### config.mk
export PLATFORM = sky130hd
export DESIGN_NAME = rv_core
export DESIGN_NICKNAME = d
export VERILOG_FILES = /design/src/verilog/rv_core_pkg.sv /design/src/verilog/rv_reg_file.sv /design/src/verilog/rv_decode_stage.sv /design/src/verilog/rv_execute_stage.sv /design/src/verilog/rv_core.sv
export VERILOG_INCLUDE_DIRS = /design/src /design/src/include
export SDC_FILE = /design/constraint.sdc
export NUM_CORES = 2
export LEC_CHECK = 0
export BUFFER_PORTS_ARGS = -buffer_cell sky130_fd_sc_hd__buf_2
export CAP_MARGIN = 20
export CORE_ASPECT_RATIO = 1.4
export CORE_MARGIN = 2
export CORE_UTILIZATION = 30
export CTS_CLUSTER_SIZE = 40
export DETAILED_ROUTE_END_ITERATION = 6
export SYNTH_ARGS = -nofsm -noshare
export SYNTH_HDL_FRONTEND = slang
export SYNTH_SLANG_ARGS = --single-unit
### constraint.sdc
create_clock -name clk -period 7 [get_ports clk]
set_input_delay 0.35 -clock clk [delete_from_list [all_inputs] [get_ports clk]]
set_output_delay 0.35 -clock clk [all_outputs]
set_load 0.005 [all_outputs]
### src/include/rv_core_cfg.svh
`ifndef RV_CORE_CFG_SVH
`define RV_CORE_CFG_SVH

// --------------------
// architectural widths
// --------------------
`define RV_XLEN         32
`define RV_REG_ADDR_W   5
`define RV_REG_COUNT    32

// shift amount, low bits of operand b
`define RV_SHAMT_W      5

// instruction field widths
`define RV_OPC_W        7
`define RV_F3_W         3
`define RV_F7_W         7
`define RV_IMM_W        12

// --------------------
// opcodes
// --------------------
`define RV_OPC_OP       7'b0110011
`define RV_OPC_OP_IMM   7'b0010011

// --------------------
// funct3 codes
// --------------------
`define RV_F3_ADD_SUB   3'b000
`define RV_F3_SLL       3'b001
`define RV_F3_SLT       3'b010
`define RV_F3_SLTU      3'b011
`define RV_F3_XOR       3'b100
`define RV_F3_SRL_SRA   3'b101
`define RV_F3_OR        3'b110
`define RV_F3_AND       3'b111

// funct7, alt selects sub and sra
`define RV_F7_BASE      7'b0000000
`define RV_F7_ALT       7'b0100000

`endif

### src/verilog/rv_core_pkg.sv
`include "rv_core_cfg.svh"

package rv_core_pkg;

    // --------------------
    // basic words
    // --------------------

    // one data word of the integer datapath
    typedef logic [`RV_XLEN-1:0] word_t;

    // register file index, x0 to x31
    typedef logic [`RV_REG_ADDR_W-1:0] reg_addr_t;

    // --------------------
    // alu operations
    // --------------------

    // immediate forms map onto the same ops
    typedef enum logic [3:0] {
        ALU_ADD  = 4'd0,
        ALU_SUB  = 4'd1,
        ALU_SLL  = 4'd2,
        ALU_SLT  = 4'd3,
        ALU_SLTU = 4'd4,
        ALU_XOR  = 4'd5,
        ALU_SRL  = 4'd6,
        ALU_SRA  = 4'd7,
        ALU_OR   = 4'd8,
        ALU_AND  = 4'd9
    } alu_op_t;

    // --------------------
    // instruction views
    // --------------------

    // register-register format
    typedef struct packed {
        logic [`RV_F7_W-1:0]  funct7;
        reg_addr_t            rs2;
        reg_addr_t            rs1;
        logic [`RV_F3_W-1:0]  funct3;
        reg_addr_t            rd;
        logic [`RV_OPC_W-1:0] opcode;
    } inst_r_t;

    // register-immediate format
    // imm12 overlays funct7 and rs2 of the r view
    typedef struct packed {
        logic [`RV_IMM_W-1:0] imm12;
        reg_addr_t            rs1;
        logic [`RV_F3_W-1:0]  funct3;
        reg_addr_t            rd;
        logic [`RV_OPC_W-1:0] opcode;
    } inst_i_t;

    // one word, two decodes
    // rs1, funct3, rd and opcode sit at the same bits in both
    typedef union packed {
        inst_r_t r;
        inst_i_t i;
    } inst_u;

endpackage

### src/verilog/rv_reg_file.sv
`include "rv_core_cfg.svh"

module rv_reg_file (
    input  logic                   clk,
    input  logic                   rst,
    input  rv_core_pkg::reg_addr_t rs1_addr_i,
    input  rv_core_pkg::reg_addr_t rs2_addr_i,
    input  logic                   we_i,
    input  rv_core_pkg::reg_addr_t rd_i,
    input  rv_core_pkg::word_t     rd_data_i,
    output rv_core_pkg::word_t     rs1_data_o,
    output rv_core_pkg::word_t     rs2_data_o
);

    // x1..x31, x0 has no storage
    rv_core_pkg::word_t regs [1:`RV_REG_COUNT-1];

    always_ff @(posedge clk) begin
        if (rst) begin
            for (int i = 1; i < `RV_REG_COUNT; i++) begin
                regs[i] <= '0;
            end
        end else if (we_i && (rd_i != '0)) begin
            regs[rd_i] <= rd_data_i;
        end
    end

    // write-first, covers distance-two dependences
    function automatic rv_core_pkg::word_t read_port(input rv_core_pkg::reg_addr_t addr);
        if (addr == '0) begin
            return '0;
        end else if (we_i && (addr == rd_i)) begin
            return rd_data_i;
        end
        return regs[addr];
    endfunction

    always_comb begin
        rs1_data_o = read_port(rs1_addr_i);
        rs2_data_o = read_port(rs2_addr_i);
    end

    // a write shows up on the next read of that register, x0 stays zero
    a_write_read_back: assert property (
        @(posedge clk) disable iff (rst)
        we_i |=> ((rs1_addr_i != $past(rd_i))
                  || (we_i && (rd_i == rs1_addr_i) && (rd_i != '0))
                  || (rs1_data_o == (($past(rd_i) == '0) ? '0 : $past(rd_data_i))))
    );

endmodule

### src/verilog/rv_decode_stage.sv
`include "rv_core_cfg.svh"

module rv_decode_stage (
    input  logic                  clk,
    input  logic                  rst,
    input  logic                  inst_valid_i,
    input  rv_core_pkg::word_t    inst_i,
    input  rv_core_pkg::word_t    rs1_data_i,
    input  rv_core_pkg::word_t    rs2_data_i,
    output rv_core_pkg::reg_addr_t rs1_addr_o,
    output rv_core_pkg::reg_addr_t rs2_addr_o,
    output logic                  ex_valid_o,
    output rv_core_pkg::alu_op_t  ex_op_o,
    output rv_core_pkg::reg_addr_t ex_rd_o,
    output rv_core_pkg::reg_addr_t ex_rs1_o,
    output rv_core_pkg::reg_addr_t ex_rs2_o,
    output rv_core_pkg::word_t    ex_a_o,
    output rv_core_pkg::word_t    ex_b_o,
    output logic                  ex_use_imm_o,
    output rv_core_pkg::word_t    ex_imm_o
);

    // --------------------
    // accepted word
    // --------------------
    rv_core_pkg::inst_u inst_q;
    logic               inst_valid_q;

    always_ff @(posedge clk) begin
        if (rst) begin
            inst_valid_q <= 1'b0;
        end else begin
            inst_valid_q <= inst_valid_i;
        end
    end

    always_ff @(posedge clk) begin
        inst_q <= rv_core_pkg::inst_u'(inst_i);
    end

    // --------------------
    // decode
    // --------------------
    logic                 is_r;
    logic                 is_i;
    logic                 f7_base;
    logic                 f7_alt;
    logic                 f7_ok;
    logic                 dec_legal;
    rv_core_pkg::alu_op_t dec_op;
    rv_core_pkg::word_t   dec_imm;

    always_comb begin
        is_r    = (inst_q.r.opcode == `RV_OPC_OP);
        is_i    = (inst_q.i.opcode == `RV_OPC_OP_IMM);
        f7_base = (inst_q.r.funct7 == `RV_F7_BASE);
        f7_alt  = (inst_q.r.funct7 == `RV_F7_ALT);
        dec_op  = rv_core_pkg::ALU_ADD;
        f7_ok   = 1'b0;
        // funct7 only matters for r-type and the immediate shifts
        case (inst_q.r.funct3)
            `RV_F3_ADD_SUB: begin
                dec_op = (is_r && f7_alt) ? rv_core_pkg::ALU_SUB : rv_core_pkg::ALU_ADD;
                f7_ok  = is_i || f7_base || f7_alt;
            end
            `RV_F3_SLL: begin
                dec_op = rv_core_pkg::ALU_SLL;
                f7_ok  = f7_base;
            end
            `RV_F3_SLT: begin
                dec_op = rv_core_pkg::ALU_SLT;
                f7_ok  = is_i || f7_base;
            end
            `RV_F3_SLTU: begin
                dec_op = rv_core_pkg::ALU_SLTU;
                f7_ok  = is_i || f7_base;
            end
            `RV_F3_XOR: begin
                dec_op = rv_core_pkg::ALU_XOR;
                f7_ok  = is_i || f7_base;
            end
            `RV_F3_SRL_SRA: begin
                // srai carries the alt pattern in imm[11:5]
                dec_op = f7_alt ? rv_core_pkg::ALU_SRA : rv_core_pkg::ALU_SRL;
                f7_ok  = f7_base || f7_alt;
            end
            `RV_F3_OR: begin
                dec_op = rv_core_pkg::ALU_OR;
                f7_ok  = is_i || f7_base;
            end
            `RV_F3_AND: begin
                dec_op = rv_core_pkg::ALU_AND;
                f7_ok  = is_i || f7_base;
            end
        endcase
        dec_legal = (is_r || is_i) && f7_ok;
    end

    // sign-extended imm12
    assign dec_imm = {{(`RV_XLEN-`RV_IMM_W){inst_q.i.imm12[`RV_IMM_W-1]}}, inst_q.i.imm12};

    // register file read, same cycle
    assign rs1_addr_o = inst_q.r.rs1;
    assign rs2_addr_o = inst_q.r.rs2;

    // --------------------
    // decode/execute regs
    // --------------------
    always_ff @(posedge clk) begin
        if (rst) begin
            ex_valid_o <= 1'b0;
        end else begin
            // unsupported encodings leave as bubbles
            ex_valid_o <= inst_valid_q && dec_legal;
        end
    end

    always_ff @(posedge clk) begin
        ex_op_o      <= dec_op;
        ex_rd_o      <= inst_q.r.rd;
        ex_rs1_o     <= inst_q.r.rs1;
        // no rs2 source for i-type
        ex_rs2_o     <= is_i ? '0 : inst_q.r.rs2;
        ex_a_o       <= rs1_data_i;
        ex_b_o       <= rs2_data_i;
        ex_use_imm_o <= is_i;
        ex_imm_o     <= dec_imm;
    end

    a_ex_op_legal: assert property (
        @(posedge clk) disable iff (rst)
        ex_valid_o |-> (ex_op_o <= rv_core_pkg::ALU_AND)
    );

endmodule

### src/verilog/rv_execute_stage.sv
`include "rv_core_cfg.svh"

module rv_execute_stage (
    input  logic                   clk,
    input  logic                   rst,
    input  logic                   ex_valid_i,
    input  rv_core_pkg::alu_op_t   ex_op_i,
    input  rv_core_pkg::reg_addr_t ex_rd_i,
    input  rv_core_pkg::reg_addr_t ex_rs1_i,
    input  rv_core_pkg::reg_addr_t ex_rs2_i,
    input  rv_core_pkg::word_t     ex_a_i,
    input  rv_core_pkg::word_t     ex_b_i,
    input  logic                   ex_use_imm_i,
    input  rv_core_pkg::word_t     ex_imm_i,
    output logic                   wb_valid_o,
    output rv_core_pkg::reg_addr_t wb_rd_o,
    output rv_core_pkg::word_t     wb_data_o
);

    // --------------------
    // operand forwarding
    // --------------------
    rv_core_pkg::word_t op_a;
    rv_core_pkg::word_t rs2_val;
    rv_core_pkg::word_t op_b;

    // distance one, from our own writeback reg
    function automatic rv_core_pkg::word_t fwd(
        input rv_core_pkg::reg_addr_t src,
        input rv_core_pkg::word_t     rf_val
    );
        if (wb_valid_o && (wb_rd_o != '0) && (wb_rd_o == src)) begin
            return wb_data_o;
        end
        return rf_val;
    endfunction

    always_comb begin
        op_a    = fwd(ex_rs1_i, ex_a_i);
        rs2_val = fwd(ex_rs2_i, ex_b_i);
        op_b    = ex_use_imm_i ? ex_imm_i : rs2_val;
    end

    // --------------------
    // alu
    // --------------------
    logic [`RV_SHAMT_W-1:0] shamt;
    logic                   lt_s;
    logic                   lt_u;
    rv_core_pkg::word_t     alu_res;

    assign shamt = op_b[`RV_SHAMT_W-1:0];
    assign lt_s  = ($signed(op_a) < $signed(op_b));
    assign lt_u  = (op_a < op_b);

    always_comb begin
        case (ex_op_i)
            rv_core_pkg::ALU_ADD:  alu_res = op_a + op_b;
            rv_core_pkg::ALU_SUB:  alu_res = op_a - op_b;
            rv_core_pkg::ALU_SLL:  alu_res = op_a << shamt;
            rv_core_pkg::ALU_SLT:  alu_res = {{(`RV_XLEN-1){1'b0}}, lt_s};
            rv_core_pkg::ALU_SLTU: alu_res = {{(`RV_XLEN-1){1'b0}}, lt_u};
            rv_core_pkg::ALU_XOR:  alu_res = op_a ^ op_b;
            rv_core_pkg::ALU_SRL:  alu_res = op_a >> shamt;
            // arithmetic, sign bit fills from the left
            rv_core_pkg::ALU_SRA:  alu_res = rv_core_pkg::word_t'($signed(op_a) >>> shamt);
            rv_core_pkg::ALU_OR:   alu_res = op_a | op_b;
            rv_core_pkg::ALU_AND:  alu_res = op_a & op_b;
            default:               alu_res = '0;
        endcase
    end

    // --------------------
    // writeback regs
    // --------------------
    always_ff @(posedge clk) begin
        if (rst) begin
            wb_valid_o <= 1'b0;
        end else begin
            wb_valid_o <= ex_valid_i;
        end
    end

    always_ff @(posedge clk) begin
        wb_rd_o   <= ex_rd_i;
        wb_data_o <= alu_res;
    end

    // drives both the rf write enable and the forward select
    a_wb_valid_known: assert property (
        @(posedge clk) disable iff (rst)
        !$isunknown(wb_valid_o)
    );

endmodule

### src/verilog/rv_core.sv
module rv_core (
    input  logic                   clk,
    input  logic                   rst,
    input  logic                   inst_valid_i,
    input  rv_core_pkg::word_t     inst_i,
    output logic                   retire_valid_o,
    output rv_core_pkg::reg_addr_t retire_rd_o,
    output rv_core_pkg::word_t     retire_data_o
);

    // decode <-> register file
    rv_core_pkg::reg_addr_t rs1_addr;
    rv_core_pkg::reg_addr_t rs2_addr;
    rv_core_pkg::word_t     rs1_data;
    rv_core_pkg::word_t     rs2_data;

    // decode -> execute
    logic                   ex_valid;
    rv_core_pkg::alu_op_t   ex_op;
    rv_core_pkg::reg_addr_t ex_rd;
    rv_core_pkg::reg_addr_t ex_rs1;
    rv_core_pkg::reg_addr_t ex_rs2;
    rv_core_pkg::word_t     ex_a;
    rv_core_pkg::word_t     ex_b;
    logic                   ex_use_imm;
    rv_core_pkg::word_t     ex_imm;

    // writeback, also the retire report
    logic                   wb_valid;
    rv_core_pkg::reg_addr_t wb_rd;
    rv_core_pkg::word_t     wb_data;

    rv_decode_stage i_rv_decode_stage (
        .clk          (clk),
        .rst          (rst),
        .inst_valid_i (inst_valid_i),
        .inst_i       (inst_i),
        .rs1_data_i   (rs1_data),
        .rs2_data_i   (rs2_data),
        .rs1_addr_o   (rs1_addr),
        .rs2_addr_o   (rs2_addr),
        .ex_valid_o   (ex_valid),
        .ex_op_o      (ex_op),
        .ex_rd_o      (ex_rd),
        .ex_rs1_o     (ex_rs1),
        .ex_rs2_o     (ex_rs2),
        .ex_a_o       (ex_a),
        .ex_b_o       (ex_b),
        .ex_use_imm_o (ex_use_imm),
        .ex_imm_o     (ex_imm)
    );

    rv_reg_file i_rv_reg_file (
        .clk        (clk),
        .rst        (rst),
        .rs1_addr_i (rs1_addr),
        .rs2_addr_i (rs2_addr),
        .we_i       (wb_valid),
        .rd_i       (wb_rd),
        .rd_data_i  (wb_data),
        .rs1_data_o (rs1_data),
        .rs2_data_o (rs2_data)
    );

    rv_execute_stage i_rv_execute_stage (
        .clk          (clk),
        .rst          (rst),
        .ex_valid_i   (ex_valid),
        .ex_op_i      (ex_op),
        .ex_rd_i      (ex_rd),
        .ex_rs1_i     (ex_rs1),
        .ex_rs2_i     (ex_rs2),
        .ex_a_i       (ex_a),
        .ex_b_i       (ex_b),
        .ex_use_imm_i (ex_use_imm),
        .ex_imm_i     (ex_imm),
        .wb_valid_o   (wb_valid),
        .wb_rd_o      (wb_rd),
        .wb_data_o    (wb_data)
    );

    assign retire_valid_o = wb_valid;
    assign retire_rd_o    = wb_rd;
    assign retire_data_o  = wb_data;

endmodule

### Word-level counts from Yosys, hierarchy flattened

Memories as Yosys holds them, arrays and structs flattened. A register that Yosys moved wholly into a read port is not among the register bits.
Index checks and enable logic that the tools add are counted.

* bits in registers: 168
* RAM bits: 992
* memories kept: 1

Memories
* i_rv_reg_file.regs: words 31, width 32, read ports 2, clocked after memory_dff 2, wr ports 31, RTL line rv_reg_file.sv:16 `` rv_core_pkg::word_t regs [1:`RV_REG_COUNT-1]; ``

* bitwise logic cells: 3
* shift operators: 3
* order comparisons: 2
* add/sub/neg operators: 2
* eq/ne operators: 23
* muxes and demuxes: 30
* reductions and logical operators: 20

Operators with widths (number)
* $mux W32: 12
* $pmux W32 S10: 1
* $lt A32 B32 Y1: 2
* $add A32 B32 Y32: 1
* $and A32 B32 Y32: 1
* $or A32 B32 Y32: 1
* $pmux W4 S8: 1
* $reduce_or A32 Y1: 1
* $shl A32 B5 Y32: 1
* $shr A32 B5 Y32: 1
* $sshr A32 B5 Y32: 1
* $sub A32 B32 Y32: 1
* $xor A32 B32 Y32: 1
* $eq A5 B5 Y1: 4
* $eq A4 B3 Y1 const B: 4
* $eq A7 B6 Y1 const B: 2
* $mux W1: 14
* $eq A3 B3 Y1 const B: 4
* $logic_not A5 Y1: 2
* $eq A4 B2 Y1 const B: 2
* $eq A4 B4 Y1 const B: 2
* $logic_and A1 B1 Y1: 8
* $eq A7 B5 Y1 const B: 1
* $logic_not A7 Y1: 1
* other kinds (10): 14

### Depth between registers and ports, before layout

* word-level depth: 8
* gate-level depth with buffers: 21
* depth with buffers taken out: 18

### Cells and area by module

From an unflattened synthesis, not the netlist that was laid out.

* cells, all modules: 5554
* area, all modules: 69740.6 µm²

By module, submodules not included
* rv_reg_file: cells each 3744, area each 55248.0 µm², seq. area each 30749.5 µm², instances 1
* rv_execute_stage: cells each 1620, area each 11443.5 µm², seq. area each 760.7 µm², instances 1
* rv_decode_stage: cells each 190, area each 3049.2 µm², seq. area each 2602.5 µm², instances 1

### Worst setup path after synthesis

Ideal clock, no wire load.

* path type: register to register
* start: reg i_rv_execute_stage.wb_rd_o[2]
* end: reg i_rv_execute_stage.wb_data_o[28]
* clock period less this slack: 4932 ps
* library setup time: 135 ps
* path buffers: 3
* arrival time: 4797 ps
* stages on the path, launching flop included: 22
* slack: 2068 ps
* cell sequence: dfxtp_1 > or3_1 > buf_2 > o311ai_4 > o211ai_1 > nand3_2 > clkbuf_1 > clkbuf_1 > ha_1 > inv_1 > fa_1 > a21o_1 > a21oi_1 > o21ai_0 > a31o_2 > o211ai_1 > a21oi_1 > o21ai_0 > o311ai_1 > a211oi_1 > xnor2_1 > o2111ai_1

* word-level cells in the longest chain between the ends: 8

RTL lines
* start, declared: RTL line rv_execute_stage.sv:16 `output rv_core_pkg::reg_addr_t wb_rd_o,`
* start signal, assigned: RTL line rv_execute_stage.sv:85 `wb_rd_o <= ex_rd_i;`
* $reduce_bool A5 Y1: RTL line rv_execute_stage.sv:32 `if (wb_valid_o && (wb_rd_o != '0) && (wb_rd_o == src)) begin`
* $logic_and A1 B1 Y1 (2 in series): RTL line rv_execute_stage.sv:32
* $mux W1: RTL line rv_execute_stage.sv:32
* $mux W32: RTL line rv_execute_stage.sv:35 `return rf_val;`
* $mux W32: RTL line rv_execute_stage.sv:41 `op_b = ex_use_imm_i ? ex_imm_i : rs2_val;`
* $sub A32 B32 Y32, or another cell as far along: RTL line rv_execute_stage.sv:59 `rv_core_pkg::ALU_SUB: alu_res = op_a - op_b;`
* $pmux W32 S10 (*): RTL line rv_execute_stage.sv:57 `case (ex_op_i)`
* named net i_rv_execute_stage.alu_res[28]: RTL line rv_execute_stage.sv:50 `rv_core_pkg::word_t alu_res;`
* end signal, assigned: RTL line rv_execute_stage.sv:86 `wb_data_o <= alu_res;`
* end, declared: RTL line rv_execute_stage.sv:17 `output rv_core_pkg::word_t wb_data_o`

Mark *: on every way through the listed nets, which the timed path passes. The rest lies on a longest branch.
A chain may end at the register's enable or synchronous reset.

### Final worst setup path

* start: reg i_rv_execute_stage.wb_rd_o[2]
* end: reg i_rv_execute_stage.wb_data_o[21]

The elaborated chain is that of the path after synthesis.

==> results summary <==
The netlist uses 97 different library cells. In this run the static leakage power is between 0.02 and 0.03 uW. The peak supply drop came out at between 0.0002 and 0.00025 V.

The worst hold path begins at rst. Among all flip-flop cells after synthesis, the most frequent one is sky130_fd_sc_hd__edfxtp_1. The detailed router placed approximately 45000 vias in this run. The sum of overflow across all layers after global routing came out at 0. The number of antenna violations at the first check in global routing came out at 17. The die height came out at roughly 570 um. The H-tree was split into 3 levels. The average cell area after synthesis is 13.7 um^2. Before antenna repair, the detailed router went through 6 iterations. The footprint of the multi-input gates came out at ~32000 um^2. The layout has around 22000 filler cells. The area growth from synthesis to layout is 12.1%. The number of pins exceeding their max-slew limit in the final report is 0. The worst register-to-register path begins at i_rv_execute_stage.wb_rd_o[2]. For this run, the number of Yosys warnings is 0. The root cell of the clock tree is sky130_fd_sc_hd__clkbuf_16. The number of rows created at floorplan came out at approximately 210.

For this run, design rule violations remaining after detail routing come to 0. The worst register-to-register path has a setup slack of approximately 750 ps. For hold timing, the worst endpoint is i_rv_decode_stage.inst_valid_q. Counting the buffers created by CTS gives between 100 and 150. TritonCTS built the clock tree. The number of cells traversed by the worst register-to-register path came out at 17.

The worst-path maximum fanout is 18. Setup violations remaining at the end of the flow were counted as 0. The number of enable-type register cells in the synthesized netlist came out at ~1000. The sequential cell area came out at roughly 34000 um^2.

The first global-routing pass estimated around 360000 um of wire. The final count of hold timing violations came out at 0. Summed over all failing endpoints, the final setup total negative slack is 0 ps. Dividing the detail-routed via count by the number of cells gives 5.63. The worst clock skew on the final layout came out at 62.6 ps. At the worst endpoint, the required time is about 7600 ps.

The area of the die is roughly 230000 um^2. The total area inside the core boundary comes to between 200000 and 250000 um^2. For the worst-skew pair, the clock arrives at the later sink with an insertion delay of just under 800 ps. Along the worst hold path, the cell count comes to 2.

The endpoint of the worst-slack reg-to-reg timing path is i_rv_execute_stage.wb_data_o[21]. Of the synthesized area, sequential elements account for between 50% and 60%. The post-CTS setup-driven buffer insertion count came out at 0.

Together, buffers and inverters on the worst path number 1. The kind of cell with the highest combined delay along the critical path is simple AND/OR/NAND/NOR gates. The number of cells produced by synthesis is about 5000. The actual slew at the worst max-slew pin came out at 1170 ps. During placement, the flow inserted port buffers numbering 72. The signal on the critical path passes through or3_1 > o311ai_4 > nor2_4 > mux2_2 > o21a_1 > ha_1 > inv_1 > o21ai_0 > a21oi_1 > nor4_1 > nand4b_1 > a41oi_1 > o21bai_1 > and2_1 > a211oi_1 > xnor2_1 > o22ai_1. Timing would allow up to between 150 and 200 MHz. The smallest clock period supported by the final layout is computed as roughly 6300 ps. The final HPWL from detailed placement came out at between 150000 and 200000 um.

The clock drives about 1200 sinks. The largest stage delay on the critical path is ~700 ps. The run finished with clean final reports.

The final weighted congestion in routability-driven placement is a little under 1. Summed over all layers, the routed wires come to 256000 um. The die width is 407 um. After detailed routing, the average wire length per cell comes to about 32 um. STA classifies the critical path endpoint as a flip-flop.

The pin count of the biggest net entering global routing is 103. The number of max-capacitance violations reported is 0. The final net count came out at 5074. The cell area that synthesis handed to floorplanning was 68100 um^2. Setup repair after global routing left no endpoint under its margin. The total I/O pin count is 73.

The flip-flop and latch count after synthesis is 1192. The via count of the first global-routing pass is roughly 47000. In this run the remaining antenna-violating nets after routing total 0. The share of the clock period used by the worst path after layout came out at just under 90%. The worst setup path is launched from a flip-flop. The arrival time of data at the critical path endpoint is approximately 7000 ps. Once the floorplan was initialized, standard cells occupied 30.2% of the core. The setup path with the least slack is of type reg -> reg. For this run, the total global-route usage over all layers was measured as between 20% and 30%. The slowest cell on the critical path is sky130_fd_sc_hd__nor2_4. The maximum clock insertion buffer count came out at 3.

Clock-pin slew was measured on the worst setup and hold paths at about 80 ps. The worst hold path belongs to the class in -> reg. The share of synthesized registers carrying an async set or reset is 0%. The power per unit of standard cell area is 257 nW/um^2. The worst-case hold slack is ~74 ps. The number of violations reported at the end of detailed-routing iteration 0 is about 5300.

The share of final-layout standard cells stronger than drive strength 1 is between 20% and 30%. The worst max-slew margin expressed relative to the limit came out at around 22%.
[registers in the layout, summed over array words and instances, names as in the netlist, 4 cells and up]
signal and flops:
i_rv_reg_file.regs 1024, i_rv_decode_stage.ex_b_o 32, i_rv_execute_stage.wb_rd_o 5, i_rv_decode_stage.ex_rs1_o 5, i_rv_decode_stage.ex_rs2_o 5, i_rv_decode_stage.ex_imm_o 12, i_rv_decode_stage.ex_a_o 32, i_rv_execute_stage.wb_data_o 32
i_rv_decode_stage.ex_op_o 4, i_rv_decode_stage.inst_q 32, i_rv_decode_stage.ex_rd_o 5
[report_power, final]
part,internal (uW),total [uW],switching [uW]
registers,8100,8440,341
logic,1580,4770,3190
clock network,3460,6400,2940
[timing repair]
action,CTS,global route
endpoints found under the hold margin,33,0
hold buffers,33,0
gates resized for setup,0,0
[cells in the final DEF (no fill, tap or decap), drive strengths merged, types with 11 or more instances in the layout]
| cell type | count |
|---|---|
| o211ai | 32 |
| o21bai | 15 |
| a221oi | 18 |
| mux2 | 49 |
| a21oi | 128 |
| nand4 | 14 |
| inv | 105 |
| nor4 | 11 |
| a22oi | 19 |
| or2 | 32 |
| mux2i | 191 |
| conb | 32 |
| a21o | 16 |
| bufinv | 11 |
| xor2 | 15 |
| o22ai | 26 |
| buf | 252 |
| nand3 | 41 |
| nand2 | 172 |
| o21a | 28 |
| nor2 | 225 |
| clkbuf | 133 |
| clkinv | 52 |
| nand2b | 14 |
| dfxtp | 168 |
| xnor2 | 36 |
| ha | 96 |
| dlygate4sd3 | 33 |
| edfxtp | 1024 |
| mux4 | 640 |
| o221ai | 15 |
| a31oi | 17 |
| and2 | 1001 |
| o21ai | 118 |
| nor3 | 31 |
| nor2b | 11 |
| a211oi | 80 |
[cell families (layout without fill, tap and decap cells)]
family | Yosys count | in the layout | synth area share (%)
flops | 1192 | 1192 | 50.1
mux | 880 | 880 | 24.9
fa+ha+maj | 98 | 98 | 1.82
other cells | 1 | 35 | 0.00551
xor+xnor | 51 | 51 | 0.656
compound gates | 593 | 593 | 5.92
buf+inv | 575 | 594 | 3.35
simple gates | 1595 | 1595 | 13.2
[routing by layer]
| metal | share of wire, % | GRT usage [%] | vias up |
|---|---|---|---|
| met1 | 35 | 25.1 | 23500 |
| met3 | 7.3 | 3.60 | 703 |
| li1 | - | - | 18900 |
| met4 | 6.5 | 12.3 | 12 |
| met5 | 0.031 | 0 | - |
| met2 | 51 | 38.3 | 2257 |
[metrics by stage]
step / total power (uW) / worst slack [ps] / std cells / cell area, um^2 / util [%]
after floorplan: 11300 / 2070 / 5016 / 68200 / -
after global placement: 13200 / 973 / 7808 / 72200 / 32.1
after detailed placement: 13300 / 853 / 7808 / 72200 / 32.1
after CTS: 19600 / 819 / 8050 / 76300 / 33.9
after global routing: 20200 / 447 / 8052 / 76300 / 33.9
final: 19600 / 748 / 8054 / 76300 / 33.9
[how the worst max path moves through the flow]
stage | from | to | cells past startpoint
6_report | i_rv_execute_stage.wb_rd_o[2] | i_rv_execute_stage.wb_data_o[21] | 17
5_1_grt | i_rv_execute_stage.wb_rd_o[4] | i_rv_execute_stage.wb_data_o[21] | 17
4_1_cts | i_rv_execute_stage.wb_rd_o[4] | i_rv_execute_stage.wb_data_o[31] | 17
3_5_place_dp | i_rv_execute_stage.wb_rd_o[2] | i_rv_execute_stage.wb_data_o[31] | 17
3_3_place_gp | i_rv_execute_stage.wb_rd_o[0] | i_rv_execute_stage.wb_data_o[31] | 17
2_1_floorplan | i_rv_execute_stage.wb_rd_o[2] | i_rv_execute_stage.wb_data_o[28] | 21
[cells in the mapped netlist (all sizes together) (8+ instances only)]
cell,count,area (um^2)
nor2b,11,68.8
mux4,640,14400
dfxtp,168,3360
ha,96,1200
o221ai,15,131
nand3,41,210
nor3,31,155
a21oi,128,644
o21ai,118,591
xnor2,36,315
edfxtp,1024,30700
nand2,172,656
inv,97,367
a31oi,17,121
mux2,49,567
nor2,225,878
o22ai,26,163
a22oi,19,143
a211o,8,70.1
nor4,11,68.8
or4,8,60.1
a21o,16,120
nand2b,14,87.6
xor2,15,131
buf,96,477
nand4,14,87.6
o211ai,32,240
clkbuf,379,1420
a221oi,18,170
or2,32,200
a211oi,80,606
o21bai,15,113
mux2i,191,1970
and2,1001,6260
o21a,28,210
o311ai,8,105
[final cells by class]
| class | count | share of cell area (%) |
|---|---|---|
| Sequential cell | 1192 | 44.8 |
| Multi-Input combinational cell | 3249 | 42.0 |
| Tap cell | 3016 | 4.95 |
| Clock buffer | 133 | 3.89 |
| Timing Repair Buffer | 285 | 2.87 |
| Clock inverter | 76 | 0.997 |
| Inverter | 100 | 0.495 |
| Antenna cell | 3 | 0.00984 |
[worst reg2reg max path, cell delays in order (launching register included)]
cell                       delay (ps)
sky130_fd_sc_hd__dfxtp_1          630
sky130_fd_sc_hd__or3_1            550
sky130_fd_sc_hd__o311ai_4         220
sky130_fd_sc_hd__nor2_4           700
sky130_fd_sc_hd__mux2_2           460
sky130_fd_sc_hd__o21a_1           190
sky130_fd_sc_hd__ha_1             600
sky130_fd_sc_hd__inv_1            160
sky130_fd_sc_hd__o21ai_0          110
sky130_fd_sc_hd__a21oi_1          160
sky130_fd_sc_hd__nor4_1           490
sky130_fd_sc_hd__nand4b_1         240
sky130_fd_sc_hd__a41oi_1          470
sky130_fd_sc_hd__o21bai_1         240
sky130_fd_sc_hd__and2_1           220
sky130_fd_sc_hd__a211oi_1         270
sky130_fd_sc_hd__xnor2_1          280
sky130_fd_sc_hd__o22ai_1          150
Power figures use the tool's default switching activity.
